**src/hw/core_defs.svh**
```systemverilog
`ifndef CORE_DEFS_SVH
`define CORE_DEFS_SVH

// datapath widths
`define WORDSZ 64           // data and address width
`define INSTSZ 32           // instruction width
`define REGSZ 5             // register index width

// instruction cache geometry
`define BLOCKSZ 512         // one line, 64 bytes
`define BEATS 8             // bus beats per line
`define ICACHE_LINES 8

// system bus
`define BUS_DATA_WIDTH 64
`define BUS_TAG_WIDTH 13

// read request to memory: read bit, memory target, zero id
`define BUS_READ_TAG 13'h1100

`endif

```
**src/hw/core_pkg.sv**
```systemverilog
`include "core_defs.svh"

package core_pkg;

  typedef logic [`WORDSZ-1:0] word_t;          // register value or address
  typedef logic [`REGSZ-1:0] reg_idx_t;        // x0..x31
  typedef logic [`INSTSZ-1:0] instr_t;
  typedef logic [`BLOCKSZ-1:0] block_t;        // one cache line
  typedef logic [`BUS_TAG_WIDTH-1:0] bus_tag_t;

  // operations the core executes, immediate and register forms kept apart
  typedef enum logic [4:0] {
    ALU_NONE,   // unsupported, retires without a write
    ALU_ADDI,
    ALU_SLTI,
    ALU_SLTIU,
    ALU_XORI,
    ALU_ORI,
    ALU_ANDI,
    ALU_SLLI,
    ALU_SRLI,
    ALU_SRAI,
    ALU_ADD,
    ALU_SUB,
    ALU_SLL,
    ALU_SLT,
    ALU_SLTU,
    ALU_XOR,
    ALU_SRL,
    ALU_SRA,
    ALU_OR,
    ALU_AND,
    ALU_LUI,
    ALU_AUIPC
  } alu_op_t;

endpackage

```
**src/hw/fetch_unit.sv**
```systemverilog
`timescale 1ns/10ps

module fetch_unit (
  input  logic            clk,
  input  logic            reset,
  input  core_pkg::word_t entry,         // first pc after reset
  input  logic            retire_valid,  // previous instruction finished
  output core_pkg::word_t pc,
  output logic            fetch_strobe
);

  logic started;  // first strobe already sent

  // only one instruction is in flight, so the pc moves on retire alone
  always_ff @(posedge clk) begin
    if (reset) begin
      pc           <= entry;
      started      <= 1'b0;
      fetch_strobe <= 1'b0;
    end else begin
      started      <= 1'b1;
      fetch_strobe <= ~started | retire_valid;  // kick off once, then after every retire
      if (retire_valid) begin
        pc <= pc + 64'd4;  // straight-line code only
      end
    end
  end

endmodule

```
**config.mk**
```make
export PLATFORM = sky130hd
export DESIGN_NAME = fetch_unit
export DESIGN_NICKNAME = d
export VERILOG_FILES = /design/src/hw/core_pkg.sv /design/src/hw/fetch_unit.sv
export VERILOG_INCLUDE_DIRS = /design/src /design/src/hw
export SDC_FILE = /design/constraint.sdc
export NUM_CORES = 1
export LEC_CHECK = 0
export ABC_AREA = 1
export BUFFER_PORTS_ARGS = -buffer_cell sky130_fd_sc_hd__buf_2
export CORE_AREA = 2 2 120 122
export DETAILED_ROUTE_END_ITERATION = 12
export DIE_AREA = 0 0 122 124
export GPL_ROUTABILITY_DRIVEN = 0
export GPL_TIMING_DRIVEN = 0
export PLACE_DENSITY = 0.64
export SLEW_MARGIN = 30
export SYNTH_ARGS = -nofsm -noshare
export SYNTH_HDL_FRONTEND = slang
export SYNTH_SLANG_ARGS = --single-unit
```
**constraint.sdc**
```tcl
create_clock -name clk -period 2.7 [get_ports clk]
set_input_delay 0.405 -clock clk [delete_from_list [all_inputs] [get_ports clk]]
set_output_delay 0.405 -clock clk [all_outputs]
set_load 0.01 [all_outputs]
```
==> results by group <==
Clock network
  • Post-CTS resize count: 0
  • Num CTS Buffers: 9
  • H-tree levels: 3
  • Sink Count: 66
  • CTS tree: done
  • Post-cts hold buffer count: 0
  • Clock Tree Buf Depth: 2
  • Clock Latency Late Sink: 0.35 ns
  • Clk slew on worst S/H paths: 0.06 ns
  • Root Buffer: clkbuf_16
  • Setup Buffers After CTS: 0

Setup path
  • R2R Path Start: pc[2]
  • Timing startpoint of the critical path: pc[2]
  • Setup CP Type: reg -> reg
  • Crit end category: register
  • Worst-path fanout max: 5
  • CP Launch Type: register
  • WP data required: 2.80 ns
  • Crit path DAT: 2.22 ns
  • Worst Reg-to-Reg Cells: 8

Drt
  • Via count: 4877
  • DR pass1 iterations: 5
  • Routed WL per cell: 15.5 um
  • Drt via density: 4.82
  • WL final: 15700 um
  • Drc violations: 0
  • Final antenna-violating net count: 0
  • Initial DRC Count: 384

Logic synthesis
  • Most common cell in the netlist: nand2_1
  • Post-synth EDFFs: 64
  • Top cell type's share of synthesized area: 40.6%
  • Commonest cells post-synth: nand2_1 (278), nor2_1 (108), edfxtp_1 (64)
  • Yosys top cell by area: edfxtp_1
  • XOR/XNOR Fraction of Synth Area: 4.45%
  • Syn Nets: 752
  • Syn Inst Count: 684
  • Combinational family with the most area after synthesis: simple AND/OR/NAND/NOR gates
  • Mapped Area: 4730 um^2
  • Top area cells in the synthesized netlist: edfxtp_1 (41%), nand2_1 (22%), nor2_1 (8.6%)
  • Syn_area_per_cell: 6.91 um^2
  • Async S/R FF share, synth: 0%
  • Complex-gate fraction of the synthesized area: 6.09%
  • Main synth FF type: edfxtp_1
  • Synthesis Warnings: 0
  • Multiplexer area fraction after synthesis: 0%
  • Simple-Gate Fraction of Synth Area: 41.9%
  • Seq/Total Area, Yosys: 41.5%
  • Post-Synth Adder-Cell Area: 0.265%
  • Synthesized flop and latch total: 66
  • Synth cell types: 25

Layout
  • Nets: 894
  • Fill count: 1453
  • Fraction of layout cells with a size suffix above 1: 21.1%
  • ANT cells: 0
  • Post-Layout Inst Area: 5980 um^2
  • Syn-to-layout area delta: 26.4%

Global routing
  • Pin count of the biggest net entering global routing: 35
  • Vias in the first global route: 4617
  • Met2 usage: 34.4%
  • Initial antenna violation count: 0
  • GRT Util Overall: 21.6%
  • Grt peak-use layer: met2
  • Global-route wire length before repair: 24500 um
  • Met1 Use GR: 28.8%
  • GRT met3 Usage: 3.89%
  • GR Overflow Total: 0

Timing
  • Minimum clock period after layout: 2.12 ns
  • Worst rel slew slack: 61.2%
  • Fin. Hold Viols: 0
  • Max Slew Vio Count: 0
  • Fmax: 472 MHz
  • Final setup fails: 0
  • RSZ-0062 raised after global routing: no
  • Final period utilization: 78.5%
  • Worst-margin pin slew: 0.582 ns
  • Clock skew: 0.00842 ns

Floorplan
  • Initial core utilization: 34.5%
  • Num rows: 43
  • Die Span Y: 124 um
  • Die area: 15100 um^2
  • Core region area: 13700 um^2
  • Die X: 122 um
  • Top Ports: 132

Flow run
  • Max-cap violations: 0

Power and ir drop
  • Combinational fraction of design power: 16.4%
  • P per Cell Area: 555 nW/um^2
  • P_leak: 2.74 nW
  • Sequential Power Share: 42.1%
  • Pint: 2.40 mW
  • Power, Total: 3.32 mW
  • Switch share: 27.6%
  • Peak supply drop: 0.287 mV
  • Clock group share of total power: 41.6%
  • Net Sw Power: 0.917 mW

Min path
  • Hold Path Origin: entry[0]
  • Hold Crit Class: in -> reg
  • WHS Path Cells: 3

Place
  • I/O Buffers: 130
  • Post-DP Area: 5630 um^2
  • Post-DP HPWL: 12700 um

Outcome
  • Status: finished, final reports clean
==> final cells by class <==
| cell class | instances | area, um^2 | share of cell area (%) |
|---|---|---|---|
| plain buffers | 15 | 58.8 | 0.984 |
| repair buffers | 131 | 671 | 11.2 |
| clock inverters | 5 | 103 | 1.72 |
| inverters | 58 | 218 | 3.64 |
| well taps | 180 | 225 | 3.77 |
| multi-input cells | 545 | 2500 | 41.8 |
| flip-flops and latches | 66 | 1960 | 32.8 |
| clock buffers | 11 | 243 | 4.06 |
==> power by group through the flow <==
stage	Combinational [mW]	Sequential, mW	Clock, mW
floorplan	0.268	1.43	0
global placement	0.535	1.42	0
detailed placement	0.546	1.42	0
CTS	0.547	1.40	1.39
global route	0.610	1.42	1.43
finish	0.544	1.40	1.38
==> flip-flops by register name, indices dropped and copies added, names as in the netlist <==
signal and cells:
fetch_strobe 1, started 1, pc 64
==> cells by family after synthesis <==
group,count (synthesis)
and+or+nand+nor,469
AOI/OAI and AO/OA,51
buffers and inverters,73
DFF,66
adders and majority gates,1
xor gates and xnor gates,24
==> cells in the final DEF (no fill, tap or decap) <==
cell	count
nor2_2	5
xnor2_1	11
o21ai_1	20
buf_2	132
o21bai_1	13
dfxtp_1	2
xor2_1	13
inv_1	57
nand2_4	4
nand2_1	277
nand4_1	7
ha_1	1
inv_2	1
clkbuf_16	9
nor2_8	2
a21oi_1	4
buf_12	1
nor2_4	6
nor3_1	1
edfxtp_1	64
o21ai_0	14
nand3b_1	1
clkbuf_1	12
clkinv_2	1
buf_1	2
clkbuf_8	1
nand2_2	9
nand3_1	49
nor2_1	108
bufinv_16	3
clkinvlp_4	1
==> through the flow <==
stage	TNS [ns]	setup slack [ns]	instances	util (%)	hold slack (ns)
after global placement	-58.69	-0.952	994	40.8	0.399
after floorplan	0	0.0330	684	-	0.389
after global routing	0	0.451	1011	43.6	0.332
after detailed placement	0	0.547	995	41.0	0.400
after CTS	0	0.617	1011	43.6	0.305
final	0	0.579	1011	43.6	0.312
==> per-layer routing <==
metal,up-vias,share of wire (%)
met1,2201,46
met2,177,45
met4,0,2.8
met5,-,0
li1,2472,-
met3,27,7.0
==> critical path, stage by stage, from the launching register on <==
cell and delay (ns):
edfxtp_1 0.42, ha_1 0.26, inv_1 0.09, nor2_2 0.17, nand3b_1 0.21, nor2_1 0.41, nand3_1 0.12, nand3_1 0.13
nand2_1 0.07
==> path summary, 6_finish.rpt <==
kind	slack, ns	endpoint
setup / recovery	0.58	pc[60]
hold / removal	0.31	pc[0]
setup reg to reg	0.58	pc[60]
hold reg to reg	0.41	fetch_strobe
Power figures use the tool's default switching activity.
