### src/hw/core_defs.svh
`ifndef CORE_DEFS_SVH
`define CORE_DEFS_SVH

// datapath widths
`define WORDSZ 64           // data and address width
`define INSTSZ 32           // instruction width
`define REGSZ 5             // register index width

// instruction cache geometry
`define BLOCKSZ 512         // one line, 64 bytes
`define BEATS 8             // bus beats per line
`define ICACHE_LINES 8

// system bus
`define BUS_DATA_WIDTH 64
`define BUS_TAG_WIDTH 13

// read request to memory: read bit, memory target, zero id
`define BUS_READ_TAG 13'h1100

`endif

### src/hw/core_pkg.sv
`include "core_defs.svh"

package core_pkg;

  typedef logic [`WORDSZ-1:0] word_t;          // register value or address
  typedef logic [`REGSZ-1:0] reg_idx_t;        // x0..x31
  typedef logic [`INSTSZ-1:0] instr_t;
  typedef logic [`BLOCKSZ-1:0] block_t;        // one cache line
  typedef logic [`BUS_TAG_WIDTH-1:0] bus_tag_t;

  // operations the core executes, immediate and register forms kept apart
  typedef enum logic [4:0] {
    ALU_NONE,   // unsupported, retires without a write
    ALU_ADDI,
    ALU_SLTI,
    ALU_SLTIU,
    ALU_XORI,
    ALU_ORI,
    ALU_ANDI,
    ALU_SLLI,
    ALU_SRLI,
    ALU_SRAI,
    ALU_ADD,
    ALU_SUB,
    ALU_SLL,
    ALU_SLT,
    ALU_SLTU,
    ALU_XOR,
    ALU_SRL,
    ALU_SRA,
    ALU_OR,
    ALU_AND,
    ALU_LUI,
    ALU_AUIPC
  } alu_op_t;

endpackage

### src/hw/memory_controller.sv
`timescale 1ns/10ps
`include "core_defs.svh"

module memory_controller (
  input  logic                         clk,
  input  logic                         reset,
  // block read from the icache
  input  logic                         mem_req,
  input  core_pkg::word_t              mem_addr,     // 64-byte aligned
  output core_pkg::block_t             mem_block,
  output logic                         mem_block_valid,
  // system bus
  output logic                         bus_reqcyc,
  output logic [`BUS_DATA_WIDTH-1:0]   bus_req,
  output core_pkg::bus_tag_t           bus_reqtag,
  input  logic                         bus_reqack,
  input  logic                         bus_respcyc,
  input  logic [`BUS_DATA_WIDTH-1:0]   bus_resp,
  input  core_pkg::bus_tag_t           bus_resptag,
  output logic                         bus_respack
);

  localparam int CNT_BITS = $clog2(`BEATS);

  typedef enum logic [1:0] {
    IDLE,     // waiting for a miss
    REQUEST,  // address on the bus until acked
    COLLECT   // gathering response beats
  } state_t;

  state_t              state;
  logic [CNT_BITS-1:0] beat_cnt;  // accepted beats so far

  assign bus_reqtag = `BUS_READ_TAG;  // only block reads are issued

  // a beat is ours only while collecting and only with the read tag
  assign bus_respack = (state == COLLECT) && bus_respcyc && (bus_resptag == `BUS_READ_TAG);

  always_ff @(posedge clk) begin
    if (reset) begin
      state           <= IDLE;
      beat_cnt        <= '0;
      bus_reqcyc      <= 1'b0;
      mem_block_valid <= 1'b0;
    end else begin
      mem_block_valid <= 1'b0;
      case (state)
        IDLE: begin
          if (mem_req) begin
            bus_reqcyc <= 1'b1;
            state      <= REQUEST;
          end
        end
        REQUEST: begin
          if (bus_reqack) begin  // seen at this edge, drop next cycle
            bus_reqcyc <= 1'b0;
            beat_cnt   <= '0;
            state      <= COLLECT;
          end
        end
        COLLECT: begin
          if (bus_respack) begin
            beat_cnt <= beat_cnt + 1'b1;
            if (beat_cnt == CNT_BITS'(`BEATS - 1)) begin
              mem_block_valid <= 1'b1;  // block complete after the last shift
              state           <= IDLE;
            end
          end
        end
        default: state <= IDLE;
      endcase
    end
  end

  // address and block data
  always_ff @(posedge clk) begin
    if (state == IDLE && mem_req) begin
      bus_req <= mem_addr;
    end
    if (bus_respack) begin
      // low word arrives first, so shift in from the top
      mem_block <= {bus_resp, mem_block[`BLOCKSZ-1:`BUS_DATA_WIDTH]};
    end
  end

endmodule

### config.mk
export PLATFORM = sky130hd
export DESIGN_NAME = memory_controller
export DESIGN_NICKNAME = d
export VERILOG_FILES = /design/src/hw/core_pkg.sv /design/src/hw/memory_controller.sv
export VERILOG_INCLUDE_DIRS = /design/src /design/src/hw
export SDC_FILE = /design/constraint.sdc
export NUM_CORES = 1
export LEC_CHECK = 0
export ABC_AREA = 1
export BUFFER_PORTS_ARGS = -buffer_cell sky130_fd_sc_hd__clkbuf_2
export CAP_MARGIN = 10
export CORE_AREA = 2 2 290 292
export CTS_BUF_LIST = sky130_fd_sc_hd__clkbuf_8
export DETAILED_ROUTE_END_ITERATION = 10
export DIE_AREA = 0 0 292 294
export PLACE_DENSITY = 0.53
export SYNTH_ARGS = -nofsm -noshare
export SYNTH_HDL_FRONTEND = slang
export SYNTH_SLANG_ARGS = --single-unit
### constraint.sdc
create_clock -name clk -period 139.4 [get_ports clk]
set_input_delay 27.88 -clock clk [delete_from_list [all_inputs] [get_ports clk]]
set_output_delay 27.88 -clock clk [all_outputs]
set_load 0.005 [all_outputs]
==> results by stage <==
Cells and area:
- Leaving out filler cells and counting taps, the final layout contains 2659.
- The top cell types in the final layout, fill and taps aside, are clkbuf_2, edfxtp_1, clkbuf_8.
- The layout cell share with drive strength beyond 1 is a little under three fifths.
- The most common cell after layout, fill and taps aside is clkbuf_2.
- The net count of the finished layout is approximately 1600.
- The area growth from synthesis to final layout is 38.8%.

Hold path:
- The path category of the worst min-delay check is flip-flop to flip-flop.

Placed design:
- The number of I/O port buffers is 724.
- The half-perimeter wire length after detailed placement is roughly 42000 um.
- The routability-driven placement congestion ratio is 0.879.
- After detailed placement, the design holds a cell count of 2476.
- The setup slack after placement is 82.48 ns.

GRT:
- The total overflow left after global routing is 0.
- The first global-routing pass estimated 73800 um of wire.
- The number of global-route vias before repair was 9981.
- The initial antenna violation count is 1.
- The largest net degree at the start of global routing is 200.
- The global router's overall resource usage is 12.1%.

Clock tree:
- The CTS tree is built.
- The later pin in the worst-skew pair is clocked with a latency of roughly 0.68 ns.
- The number of setup buffers added after CTS is 0.
- The root cell of the clock tree is clkbuf_8.
- The H-tree level count is 3.
- The count of hold-fix buffers inserted at cts is 0.
- The number of buffers added by the clock tree synthesis step is 99.
- In this run the deepest clock path goes through 3 buffers.
- The number of cells upsized or downsized after cts is 0.
- The clock-pin slew reported for the worst setup and hold paths after clock tree synthesis is 0.06 ns.
- The number of clock sinks is 583.

Floorplan:
- ~740 I/O pins were placed.
- The floorplan die width is 292 um.
- The total core area is 0.0829 mm2.
- The area of the die is about 0.086 mm2.
- The starting density of the core is 21.6%.
- The count of standard-cell rows is 106.
- The height of the chip is 294 um.

Timing:
- The number of setup violations in the final report is 0.
- The count of final max-slew check failures came to 0.
- The total count of hold-check failures in the final report is 0.
- The setup skew after layout is 0.0371 ns.
- The clock period minus worst slack is 56.89 ns.
- Setup repair after global routing left no endpoint under its margin.
- The highest clock frequency the design can meet is 17.6 MHz.
- The worst-margin pin slew is 1.17 ns.
- On the final layout, the worst hold slack is 0.422 ns.
- The worst pin sits at a relative slew slack of 22.3%.
- After layout, the worst path uses 40.8% of the clock period.
- In the final timing run, aggregate negative setup slack is 0 ns.
- The setup slack of the critical path after layout is ~83 ns.

Setup path:
- The worst flop-to-flop path startpoint is state[1]$_SDFFE_PP0P_.
- The worst setup path is of the input pin to output port kind.
- STA classifies the critical path endpoint as an output port.
- The data required time at the worst endpoint is around 110 ns.
- The number of cells on the worst reg-to-reg path is 7.
- Data arrives at the worst endpoint at approximately 29 ns.
- The startpoint type of the worst setup path is an input pin.
- The most critical setup path has its startpoint at bus_resptag[2].
- The reg-to-reg setup timing slack is around 140 ns.
- The terminus of the critical flop-to-flop path is mem_block[69]$_DFFE_PN_.
- Following the worst setup path forward leads to its endpoint at bus_respack.
- The maximum net fanout on the critical path is 11.

Drt:
- The remaining routing DRC violations is 0.
- Detailed routing inserted a total of around 9900 vias.
- Using the TritonRoute via totals, the vias-per-cell ratio works out to 3.71.
- The first TritonRoute pass finished after 5 iterations.
- The number of DRC markers after the initial detailed-route iteration is 801.
- After detailed routing, the average wire length per cell comes to 20.9 um.
- The residual antenna-violating net count after detailed routing is 0.
- Summed over all layers, the routed wires come to 55400 um.

Power:
- The total power per unit cell area is 14.0 mW/mm2.
- The leakage dissipation is between 0.009 and 0.01 uW.
- The overall power is 348 uW.
- The worst-case IR drop observed on VDD is 0.00000700 V.

Logic synthesis:
- In this run, synthesis produced a sequential element count of between 500 and 600.
- The average instance in the mapped netlist occupies 26.7 um2.
- The count of yosys warnings during synthesis is 0.
- After technology mapping, the gate count stands at 668.
- Summing every instance area after synthesis gives roughly 0.018 mm2.
- The number of unique standard cell types used by synthesis is 16.
- The proportion of synthesized chip area in sequential cells is 97.6%.

Status:
- The flow ran to the end, and the final reports show no timing, DRC or antenna violations.

Run:
- Max-cap violations in this run came to 0.
[synthesized netlist by cell type, drive strengths merged]
| cell type | instances | share of area, % |
|---|---|---|
| or2 | 2 | 0.084 |
| a21oi | 4 | 0.11 |
| nand3 | 2 | 0.056 |
| nor2 | 23 | 0.55 |
| nor4 | 1 | 0.070 |
| nand4 | 1 | 0.035 |
| dfxtp | 7 | 0.78 |
| ha | 2 | 0.14 |
| buf | 13 | 0.55 |
| edfxtp | 576 | 97 |
| nand2 | 21 | 0.47 |
| conb | 2 | 0.042 |
| inv | 14 | 0.29 |
[report_power, final]
part | leakage, uW | internal [uW] | switching [uW]
Clock | 0.00109 | 78.9 | 71.2
Combinational | 0.00327 | 2.55 | 2.87
Sequential | 0.00527 | 192 | 0.563
Total | 0.00963 | 274 | 74.6
[critical path, cell delays in order]
cell and delay, ns:
clkbuf_2 0.10, nor2_1 0.11, nand2_1 0.10, nor4_4 0.34, buf_4 0.30, clkbuf_2 0.16
[sequential cells by signal (all words and copies together), names as in the netlist]
signal,flops
mem_block_valid,1
state,2
mem_block,512
bus_reqcyc,1
bus_req,64
beat_cnt,3
[cell families (layout without fill, tap and decap cells)]
logic type / Yosys count / in the layout / synth area share [%]
AO/OA/AOI/OAI: 4 / 4 / 0.112
adder cells (fa/ha/maj): 2 / 2 / 0.140
buffers and inverters: 27 / 924 / 0.840
flip-flops: 583 / 583 / 97.6
other: 2 / 16 / 0.0420
AND/OR/NAND/NOR: 50 / 50 / 1.27
[per-stage QoR]
| stage | util, % | area [um2] |
|---|---|---|
| floorplan | - | 17900 |
| global placement | 27.6 | 22900 |
| detailed placement | 27.6 | 22900 |
| CTS | 29.9 | 24800 |
| global route | 29.9 | 24800 |
| finish | 29.9 | 24800 |
[per-layer routing]
metal,share of wire [%],track usage [%]
met2,47,18.3
met5,0,0
met1,44,16.3
met4,2.2,4.44
met3,7.3,3.70
[how the worst min path moves through the flow]
stage	from	endpoint	slack, ns	depth (start not counted)
floorplan	bus_reqcyc$_SDFFE_PP0P_	bus_reqcyc$_SDFFE_PP0P_	0.45	2
global placement	mem_block[463]$_DFFE_PN_	mem_block[399]$_DFFE_PN_	0.43	0
detailed placement	mem_block[280]$_DFFE_PN_	mem_block[216]$_DFFE_PN_	0.43	0
CTS	mem_block[205]$_DFFE_PN_	mem_block[141]$_DFFE_PN_	0.42	0
global route	mem_block[205]$_DFFE_PN_	mem_block[141]$_DFFE_PN_	0.44	0
finish	mem_block[205]$_DFFE_PN_	mem_block[141]$_DFFE_PN_	0.42	0
[final cells by class]
| class | instances | area (um2) |
|---|---|---|
| fill | 8187 | 58100 |
| sequential | 583 | 17400 |
| timing repair buffer | 730 | 3690 |
| clock buffer | 100 | 1380 |
| tap | 1080 | 1350 |
| clock inverter | 80 | 551 |
| multi-input combinational | 69 | 329 |
| inverter | 14 | 52.6 |
| antenna | 3 | 7.51 |
No activity file was read; power rests on OpenSTA's default activity.
