<file path="src/hw/core_defs.svh">
`ifndef CORE_DEFS_SVH
`define CORE_DEFS_SVH

// datapath widths
`define WORDSZ 64           // data and address width
`define INSTSZ 32           // instruction width
`define REGSZ 5             // register index width

// instruction cache geometry
`define BLOCKSZ 512         // one line, 64 bytes
`define BEATS 8             // bus beats per line
`define ICACHE_LINES 8

// system bus
`define BUS_DATA_WIDTH 64
`define BUS_TAG_WIDTH 13

// read request to memory: read bit, memory target, zero id
`define BUS_READ_TAG 13'h1100

`endif

</file>
<file path="src/hw/core_pkg.sv">
`include "core_defs.svh"

package core_pkg;

  typedef logic [`WORDSZ-1:0] word_t;          // register value or address
  typedef logic [`REGSZ-1:0] reg_idx_t;        // x0..x31
  typedef logic [`INSTSZ-1:0] instr_t;
  typedef logic [`BLOCKSZ-1:0] block_t;        // one cache line
  typedef logic [`BUS_TAG_WIDTH-1:0] bus_tag_t;

  // operations the core executes, immediate and register forms kept apart
  typedef enum logic [4:0] {
    ALU_NONE,   // unsupported, retires without a write
    ALU_ADDI,
    ALU_SLTI,
    ALU_SLTIU,
    ALU_XORI,
    ALU_ORI,
    ALU_ANDI,
    ALU_SLLI,
    ALU_SRLI,
    ALU_SRAI,
    ALU_ADD,
    ALU_SUB,
    ALU_SLL,
    ALU_SLT,
    ALU_SLTU,
    ALU_XOR,
    ALU_SRL,
    ALU_SRA,
    ALU_OR,
    ALU_AND,
    ALU_LUI,
    ALU_AUIPC
  } alu_op_t;

endpackage

</file>
<file path="src/hw/register_decode.sv">
`timescale 1ns/10ps
`include "core_defs.svh"

module register_decode (
  input  logic               clk,
  input  logic               reset,
  input  core_pkg::word_t    stackptr,      // initial x2
  // instruction from the icache
  input  core_pkg::instr_t   instr,
  input  logic               instr_valid,
  input  core_pkg::word_t    prog_counter,
  // register write from the alu
  input  logic               wr_en,
  input  core_pkg::reg_idx_t wr_reg,
  input  core_pkg::word_t    wr_data,
  // decoded instruction
  output logic               dec_valid,
  output core_pkg::alu_op_t  op,
  output core_pkg::reg_idx_t rd,
  output core_pkg::word_t    rs1_val,
  output core_pkg::word_t    op2_val,
  output core_pkg::word_t    dec_pc
);

  import core_pkg::*;

  localparam int NREGS = 1 << `REGSZ;

  localparam logic [6:0] OPC_OP_IMM = 7'b0010011;
  localparam logic [6:0] OPC_OP     = 7'b0110011;
  localparam logic [6:0] OPC_LUI    = 7'b0110111;
  localparam logic [6:0] OPC_AUIPC  = 7'b0010111;

  word_t    regs [NREGS];  // x0 is never written and stays zero
  alu_op_t  op_next;
  word_t    op2_next;
  word_t    imm_i;
  word_t    imm_u;
  logic [6:0] opcode;
  logic [2:0] funct3;
  logic [6:0] funct7;
  reg_idx_t rs1;
  reg_idx_t rs2;

  assign opcode = instr[6:0];
  assign funct3 = instr[14:12];
  assign funct7 = instr[31:25];
  assign rs1    = instr[19:15];
  assign rs2    = instr[24:20];
  assign imm_i  = {{(`WORDSZ-12){instr[31]}}, instr[31:20]};
  assign imm_u  = {{(`WORDSZ-32){instr[31]}}, instr[31:12], 12'b0};

  always_comb begin
    op_next  = ALU_NONE;
    op2_next = imm_i;  // shifts use its low six bits as shamt
    case (opcode)
      OPC_OP_IMM: begin
        case (funct3)
          3'b000: op_next = ALU_ADDI;
          3'b010: op_next = ALU_SLTI;
          3'b011: op_next = ALU_SLTIU;
          3'b100: op_next = ALU_XORI;
          3'b110: op_next = ALU_ORI;
          3'b111: op_next = ALU_ANDI;
          3'b001: if (instr[31:26] == 6'b000000) op_next = ALU_SLLI;
          3'b101: begin
            if (instr[31:26] == 6'b000000) op_next = ALU_SRLI;
            else if (instr[31:26] == 6'b010000) op_next = ALU_SRAI;
          end
          default: op_next = ALU_NONE;
        endcase
      end
      OPC_OP: begin
        op2_next = regs[rs2];
        if (funct7 == 7'b0000000) begin
          case (funct3)
            3'b000: op_next = ALU_ADD;
            3'b001: op_next = ALU_SLL;
            3'b010: op_next = ALU_SLT;
            3'b011: op_next = ALU_SLTU;
            3'b100: op_next = ALU_XOR;
            3'b101: op_next = ALU_SRL;
            3'b110: op_next = ALU_OR;
            default: op_next = ALU_AND;
          endcase
        end else if (funct7 == 7'b0100000) begin
          if (funct3 == 3'b000) op_next = ALU_SUB;
          else if (funct3 == 3'b101) op_next = ALU_SRA;
        end
      end
      OPC_LUI: begin
        op_next  = ALU_LUI;
        op2_next = imm_u;
      end
      OPC_AUIPC: begin
        op_next  = ALU_AUIPC;
        op2_next = imm_u;
      end
      default: op_next = ALU_NONE;  // loads, stores, branches and the rest
    endcase
  end

  // register file, written at the end of the retire cycle
  always_ff @(posedge clk) begin
    if (reset) begin
      for (int i = 0; i < NREGS; i++) begin
        regs[i] <= (i == 2) ? stackptr : '0;
      end
    end else if (wr_en && wr_reg != '0) begin
      regs[wr_reg] <= wr_data;
    end
  end

  always_ff @(posedge clk) begin
    if (reset) begin
      dec_valid <= 1'b0;
    end else begin
      dec_valid <= instr_valid;
    end
  end

  always_ff @(posedge clk) begin
    if (instr_valid) begin
      op      <= op_next;
      rd      <= instr[11:7];
      rs1_val <= regs[rs1];
      op2_val <= op2_next;
      dec_pc  <= prog_counter;
    end
  end

endmodule

</file>
<file path="config.mk">
export PLATFORM = sky130hd
export DESIGN_NAME = register_decode
export DESIGN_NICKNAME = d
export VERILOG_FILES = /design/src/hw/core_pkg.sv /design/src/hw/register_decode.sv
export VERILOG_INCLUDE_DIRS = /design/src /design/src/hw
export SDC_FILE = /design/constraint.sdc
export NUM_CORES = 2
export LEC_CHECK = 0
export ABC_AREA = 0
export BUFFER_PORTS_ARGS = -buffer_cell sky130_fd_sc_hd__buf_4
export CORE_MARGIN = 5
export CORE_UTILIZATION = 48
export CTS_CLUSTER_DIAMETER = 80
export DETAILED_ROUTE_END_ITERATION = 12
export PLACE_DENSITY = 0.65
export RECOVER_POWER = 50
export SYNTH_ARGS = -nofsm -noshare
export SYNTH_HDL_FRONTEND = slang
export SYNTH_SLANG_ARGS = --single-unit
</file>
<file path="constraint.sdc">
create_clock -name clk -period 3.8 [get_ports clk]
set_input_delay 0.19 -clock clk [delete_from_list [all_inputs] [get_ports clk]]
set_output_delay 0.19 -clock clk [all_outputs]
set_load 0.02 [all_outputs]
</file>
==> impl_results.rst <==
.. list-table::
   :header-rows: 1

   * - Metric
     - Value
   * - Result of the run
     - complete, but fails checks
   * - Failing checks
     - capacitance limit, slew limit
   * - Worst R2R Setup Slack
     - 0.25 ns
   * - Startpoint of the most critical register-to-register path
     - regs[23][24]
   * - Global placement routability congestion
     - 0.843
   * - Main synth FF type
     - sky130_fd_sc_hd__edfxtp_1
   * - TNS Setup
     - 0 ns
   * - Die ar.
     - 250000 um2
   * - Cell depth of the worst flop-to-flop path
     - 5
   * - Cell count after synthesis
     - 6937
   * - Kind of end point of the critical path
     - register
   * - Arrival time of data at the critical path endpoint
     - 4.53 ns
   * - DRC Markers
     - 0
   * - Setup repair after global routing missed its margin
     - false
   * - Largest driver fanout on the critical path
     - 65
   * - Final setup violation count
     - 0
   * - Placeable Area
     - 240000 um2
   * - Gr usage total
     - 0.328
   * - Maximum count of clock buffers along a single path
     - 3
   * - Most used cells in the layout excluding fill and tap cells
     - sky130_fd_sc_hd__edfxtp_1 (2250), sky130_fd_sc_hd__and2_1 (1601), sky130_fd_sc_hd__mux4_2 (1135), sky130_fd_sc_hd__dlygate4sd3_1 (355), sky130_fd_sc_hd__and2_0 (322)
   * - Crit path largest cell delay
     - 2.13 ns
   * - Synthesis Warnings
     - 0
   * - Ratio of total power to cell area
     - 450 nW/um2
   * - Routed len/inst
     - 37.7 um
   * - Minimum clock period
     - 3.80 ns
   * - Worst reg2reg endpoint
     - op2_val[24]
   * - Critical Path Start Type
     - input port
   * - Number of buffers added on ports
     - 435
   * - Starting Density
     - 0.481
   * - Final Net Count
     - 7791
   * - Max-cap violation count
     - 38
   * - Post-Place Cells
     - 10.2k
   * - Share of post-route cells with drive strength above 1
     - 0.278
   * - Clock tree from TritonCTS
     - built
   * - Cell type group with the largest total delay on the critical path
     - buffers and inverters
   * - Total of cells resized after clock tree synthesis
     - 0
   * - Yosys cell types
     - 61
   * - Number of top-level pins
     - 436
   * - Proportion of register bits with asynchronous set or reset after synthesis
     - 0
   * - Pins over their slew limit
     - 1484
   * - Count of standard-cell rows
     - 180
   * - Setup repair bufs after CTS
     - 0
   * - Signed area change from the synthesized netlist to the final layout
     - 15.8%
   * - Synth Cell Area
     - 115000 um2
   * - Total of hold buffers inserted after clock tree synthesis
     - 355
   * - Number of cells in the finished layout apart from fillers
     - 11.0k
   * - Number of H-tree levels
     - 4
   * - Maximum number of pins on one net before global-route repair
     - 92
   * - Slew @ Worst Pin
     - 3.28 ns
   * - Type of the tightest min-delay check
     - input port to register
   * - Number of global-route vias before repair
     - 73.4k
   * - Worst Hold Depth
     - 4
   * - Seq cells post-synth
     - 2251
   * - Average instance area after synthesis
     - 16.6 um2
   * - Number of flops mapped to enable cells by yosys
     - 2250
   * - Ordered list of cells on the worst path
     - dlygate4sd3_1 > clkbuf_1 > and3b_1 > nand2_1 > nor2_1 > clkbuf_2 > and2_1
   * - Required time of the worst setup path
     - 4.53 ns
   * - Worst-case setup slack after placement
     - -0.0309 ns
   * - Number of clock buffers inserted by TritonCTS
     - 236
   * - Hold path endpoint
     - op2_val[3]
   * - Clk Latency, worst-skew pair
     - 0.91 ns
   * - Routed vias/inst
     - 6.68
   * - Source of the worst hold timing path
     - instr[22]
   * - Sequential element share of the synthesized area
     - 0.586
   * - Total chip power
     - 60.1 mW
   * - Final wirelength
     - 414000 um
   * - Final period util
     - 0.999
   * - Clock-pin transition on the worst setup and hold timing paths
     - 0.06 ns
   * - Die H
     - 500 um
   * - Clock Sinks
     - 2251
   * - Post-DP HPWL
     - 227000 um
   * - Total iterations of the first detailed-routing run
     - 7
   * - Wire length of the first global-routing pass
     - 574000 um
   * - Vias
     - 73.4k
   * - Antenna violations before repair
     - 41
   * - Detailed Route Iter0 Violations
     - 11.7k
   * - Clock root buffer
     - sky130_fd_sc_hd__clkbuf_16
   * - Cell leakage power
     - 45.5 nW
   * - Cell type of the slowest stage on the worst timing path
     - sky130_fd_sc_hd__clkbuf_2
   * - Number of buffers and inverters on the critical path
     - 3
   * - Peak VDD IR
     - 0.463 mV
   * - Worst slew margin relative to its limit
     - -1.19
   * - Most common cell after layout, fill and taps aside
     - sky130_fd_sc_hd__edfxtp_1
   * - Number of hold violations in the final report
     - 0
   * - Fin Clk Skew
     - 0.0425 ns
   * - Count of antenna-violating nets left after detailed routing
     - 0
   * - Final Worst Setup Slack
     - 0.00332 ns
   * - Path type of the worst setup path
     - input port to register
   * - Overall die width
     - 500 um
   * - Peak clock frequency supported by timing
     - 263 MHz
   * - Hold slack
     - 0.0887 ns
   * - Grt ovf
     - 0
-- state kept, by name, indices dropped and copies added (netlist names) --
register	count
op2_val	64
rs1_val	64
dec_valid	1
dec_pc	64
op	5
regs	2048
rd	5
-- worst min-delay path, cell delays in order --
cell and delay, ns:
sky130_fd_sc_hd__buf_8 0.18, sky130_fd_sc_hd__mux4_2 0.31, sky130_fd_sc_hd__a21oi_1 0.07, sky130_fd_sc_hd__o21ai_0 0.07
-- power breakdown --
group	leakage, nW	total [mW]	switching (mW)	internal (mW)
clock network	3.72	23.2	10.2	13.1
logic	20.3	7.18	3.89	3.29
registers	21.5	29.7	0.799	28.9
total	45.5	60.1	14.8	45.2
-- layout make-up --
class | count | area [um2]
fill | 18800 | 106000
clock buffer | 278 | 6080
multi-input combinational | 3991 | 44900
sequential | 2251 | 67600
antenna | 41 | 103
timing repair buffer | 1075 | 9440
inverter | 3 | 13.8
tap | 3185 | 3990
clock inverter | 157 | 1500
-- logic make-up (layout without fill, tap and decap cells) --
group | after synthesis | in the layout | share of synthesized area
mux | 1479 | 1479 | 0.255
buf+inv | 758 | 1513 | 0.0288
xor+xnor | 3 | 3 | 0.000228
other cells | 1 | 105 | 0.0000325
compound gates | 245 | 245 | 0.0147
flops | 2251 | 2251 | 0.586
simple gates | 2200 | 2200 | 0.116
-- through the flow --
| stage | util | cell area, um2 |
|---|---|---|
| 2_1_floorplan | - | 116000 |
| 3_3_place_gp | 0.516 | 124000 |
| 3_5_place_dp | 0.516 | 124000 |
| 4_1_cts | 0.562 | 135000 |
| 5_1_grt | 0.557 | 134000 |
| 6_report | 0.557 | 134000 |
-- how the worst max path moves through the flow --
stage / slack (ns) / to / cells after the start / startpoint
floorplan: 0.47 / regs[2][0] / 6 / wr_reg[2]
global placement: -0.24 / op2_val[24] / 7 / instr[21]
detailed placement: -0.03 / op2_val[24] / 7 / instr[21]
CTS: 0.44 / op2_val[24] / 5 / regs[20][24]
global route: 0.15 / regs[5][24] / 7 / reset
finish: 0.003 / regs[20][27] / 7 / reset
-- cell usage after synthesis (9+ instances only) --
| master | instances | area [um2] |
|---|---|---|
| sky130_fd_sc_hd__a2111oi_0 | 18 | 158 |
| sky130_fd_sc_hd__a211o_1 | 13 | 114 |
| sky130_fd_sc_hd__a21oi_1 | 54 | 270 |
| sky130_fd_sc_hd__and2_1 | 1921 | 12000 |
| sky130_fd_sc_hd__buf_1 | 30 | 113 |
| sky130_fd_sc_hd__buf_2 | 103 | 515 |
| sky130_fd_sc_hd__buf_4 | 22 | 165 |
| sky130_fd_sc_hd__buf_6 | 29 | 327 |
| sky130_fd_sc_hd__clkbuf_1 | 568 | 2130 |
| sky130_fd_sc_hd__edfxtp_1 | 2250 | 67600 |
| sky130_fd_sc_hd__mux2_2 | 156 | 1760 |
| sky130_fd_sc_hd__mux2i_1 | 178 | 1780 |
| sky130_fd_sc_hd__mux4_1 | 10 | 263 |
| sky130_fd_sc_hd__mux4_2 | 1135 | 25600 |
| sky130_fd_sc_hd__nand2_1 | 59 | 221 |
| sky130_fd_sc_hd__nand2b_1 | 10 | 62.6 |
| sky130_fd_sc_hd__nand3_1 | 13 | 65.1 |
| sky130_fd_sc_hd__nor2_1 | 106 | 398 |
| sky130_fd_sc_hd__nor2b_1 | 15 | 93.8 |
| sky130_fd_sc_hd__nor3_1 | 11 | 55.1 |
| sky130_fd_sc_hd__o21ai_0 | 18 | 90.1 |
| sky130_fd_sc_hd__o21ai_1 | 14 | 70.1 |
| sky130_fd_sc_hd__o221ai_1 | 39 | 342 |
| sky130_fd_sc_hd__o22ai_1 | 37 | 231 |
| sky130_fd_sc_hd__or2_2 | 35 | 219 |
| sky130_fd_sc_hd__or3_1 | 9 | 56.3 |
-- layer usage --
metal,share of wire,track usage
met5,0.000087,0
met3,0.12,0.0714
met1,0.35,0.428
met4,0.062,0.177
met2,0.47,0.520
(Power assumes the default switching activity.)
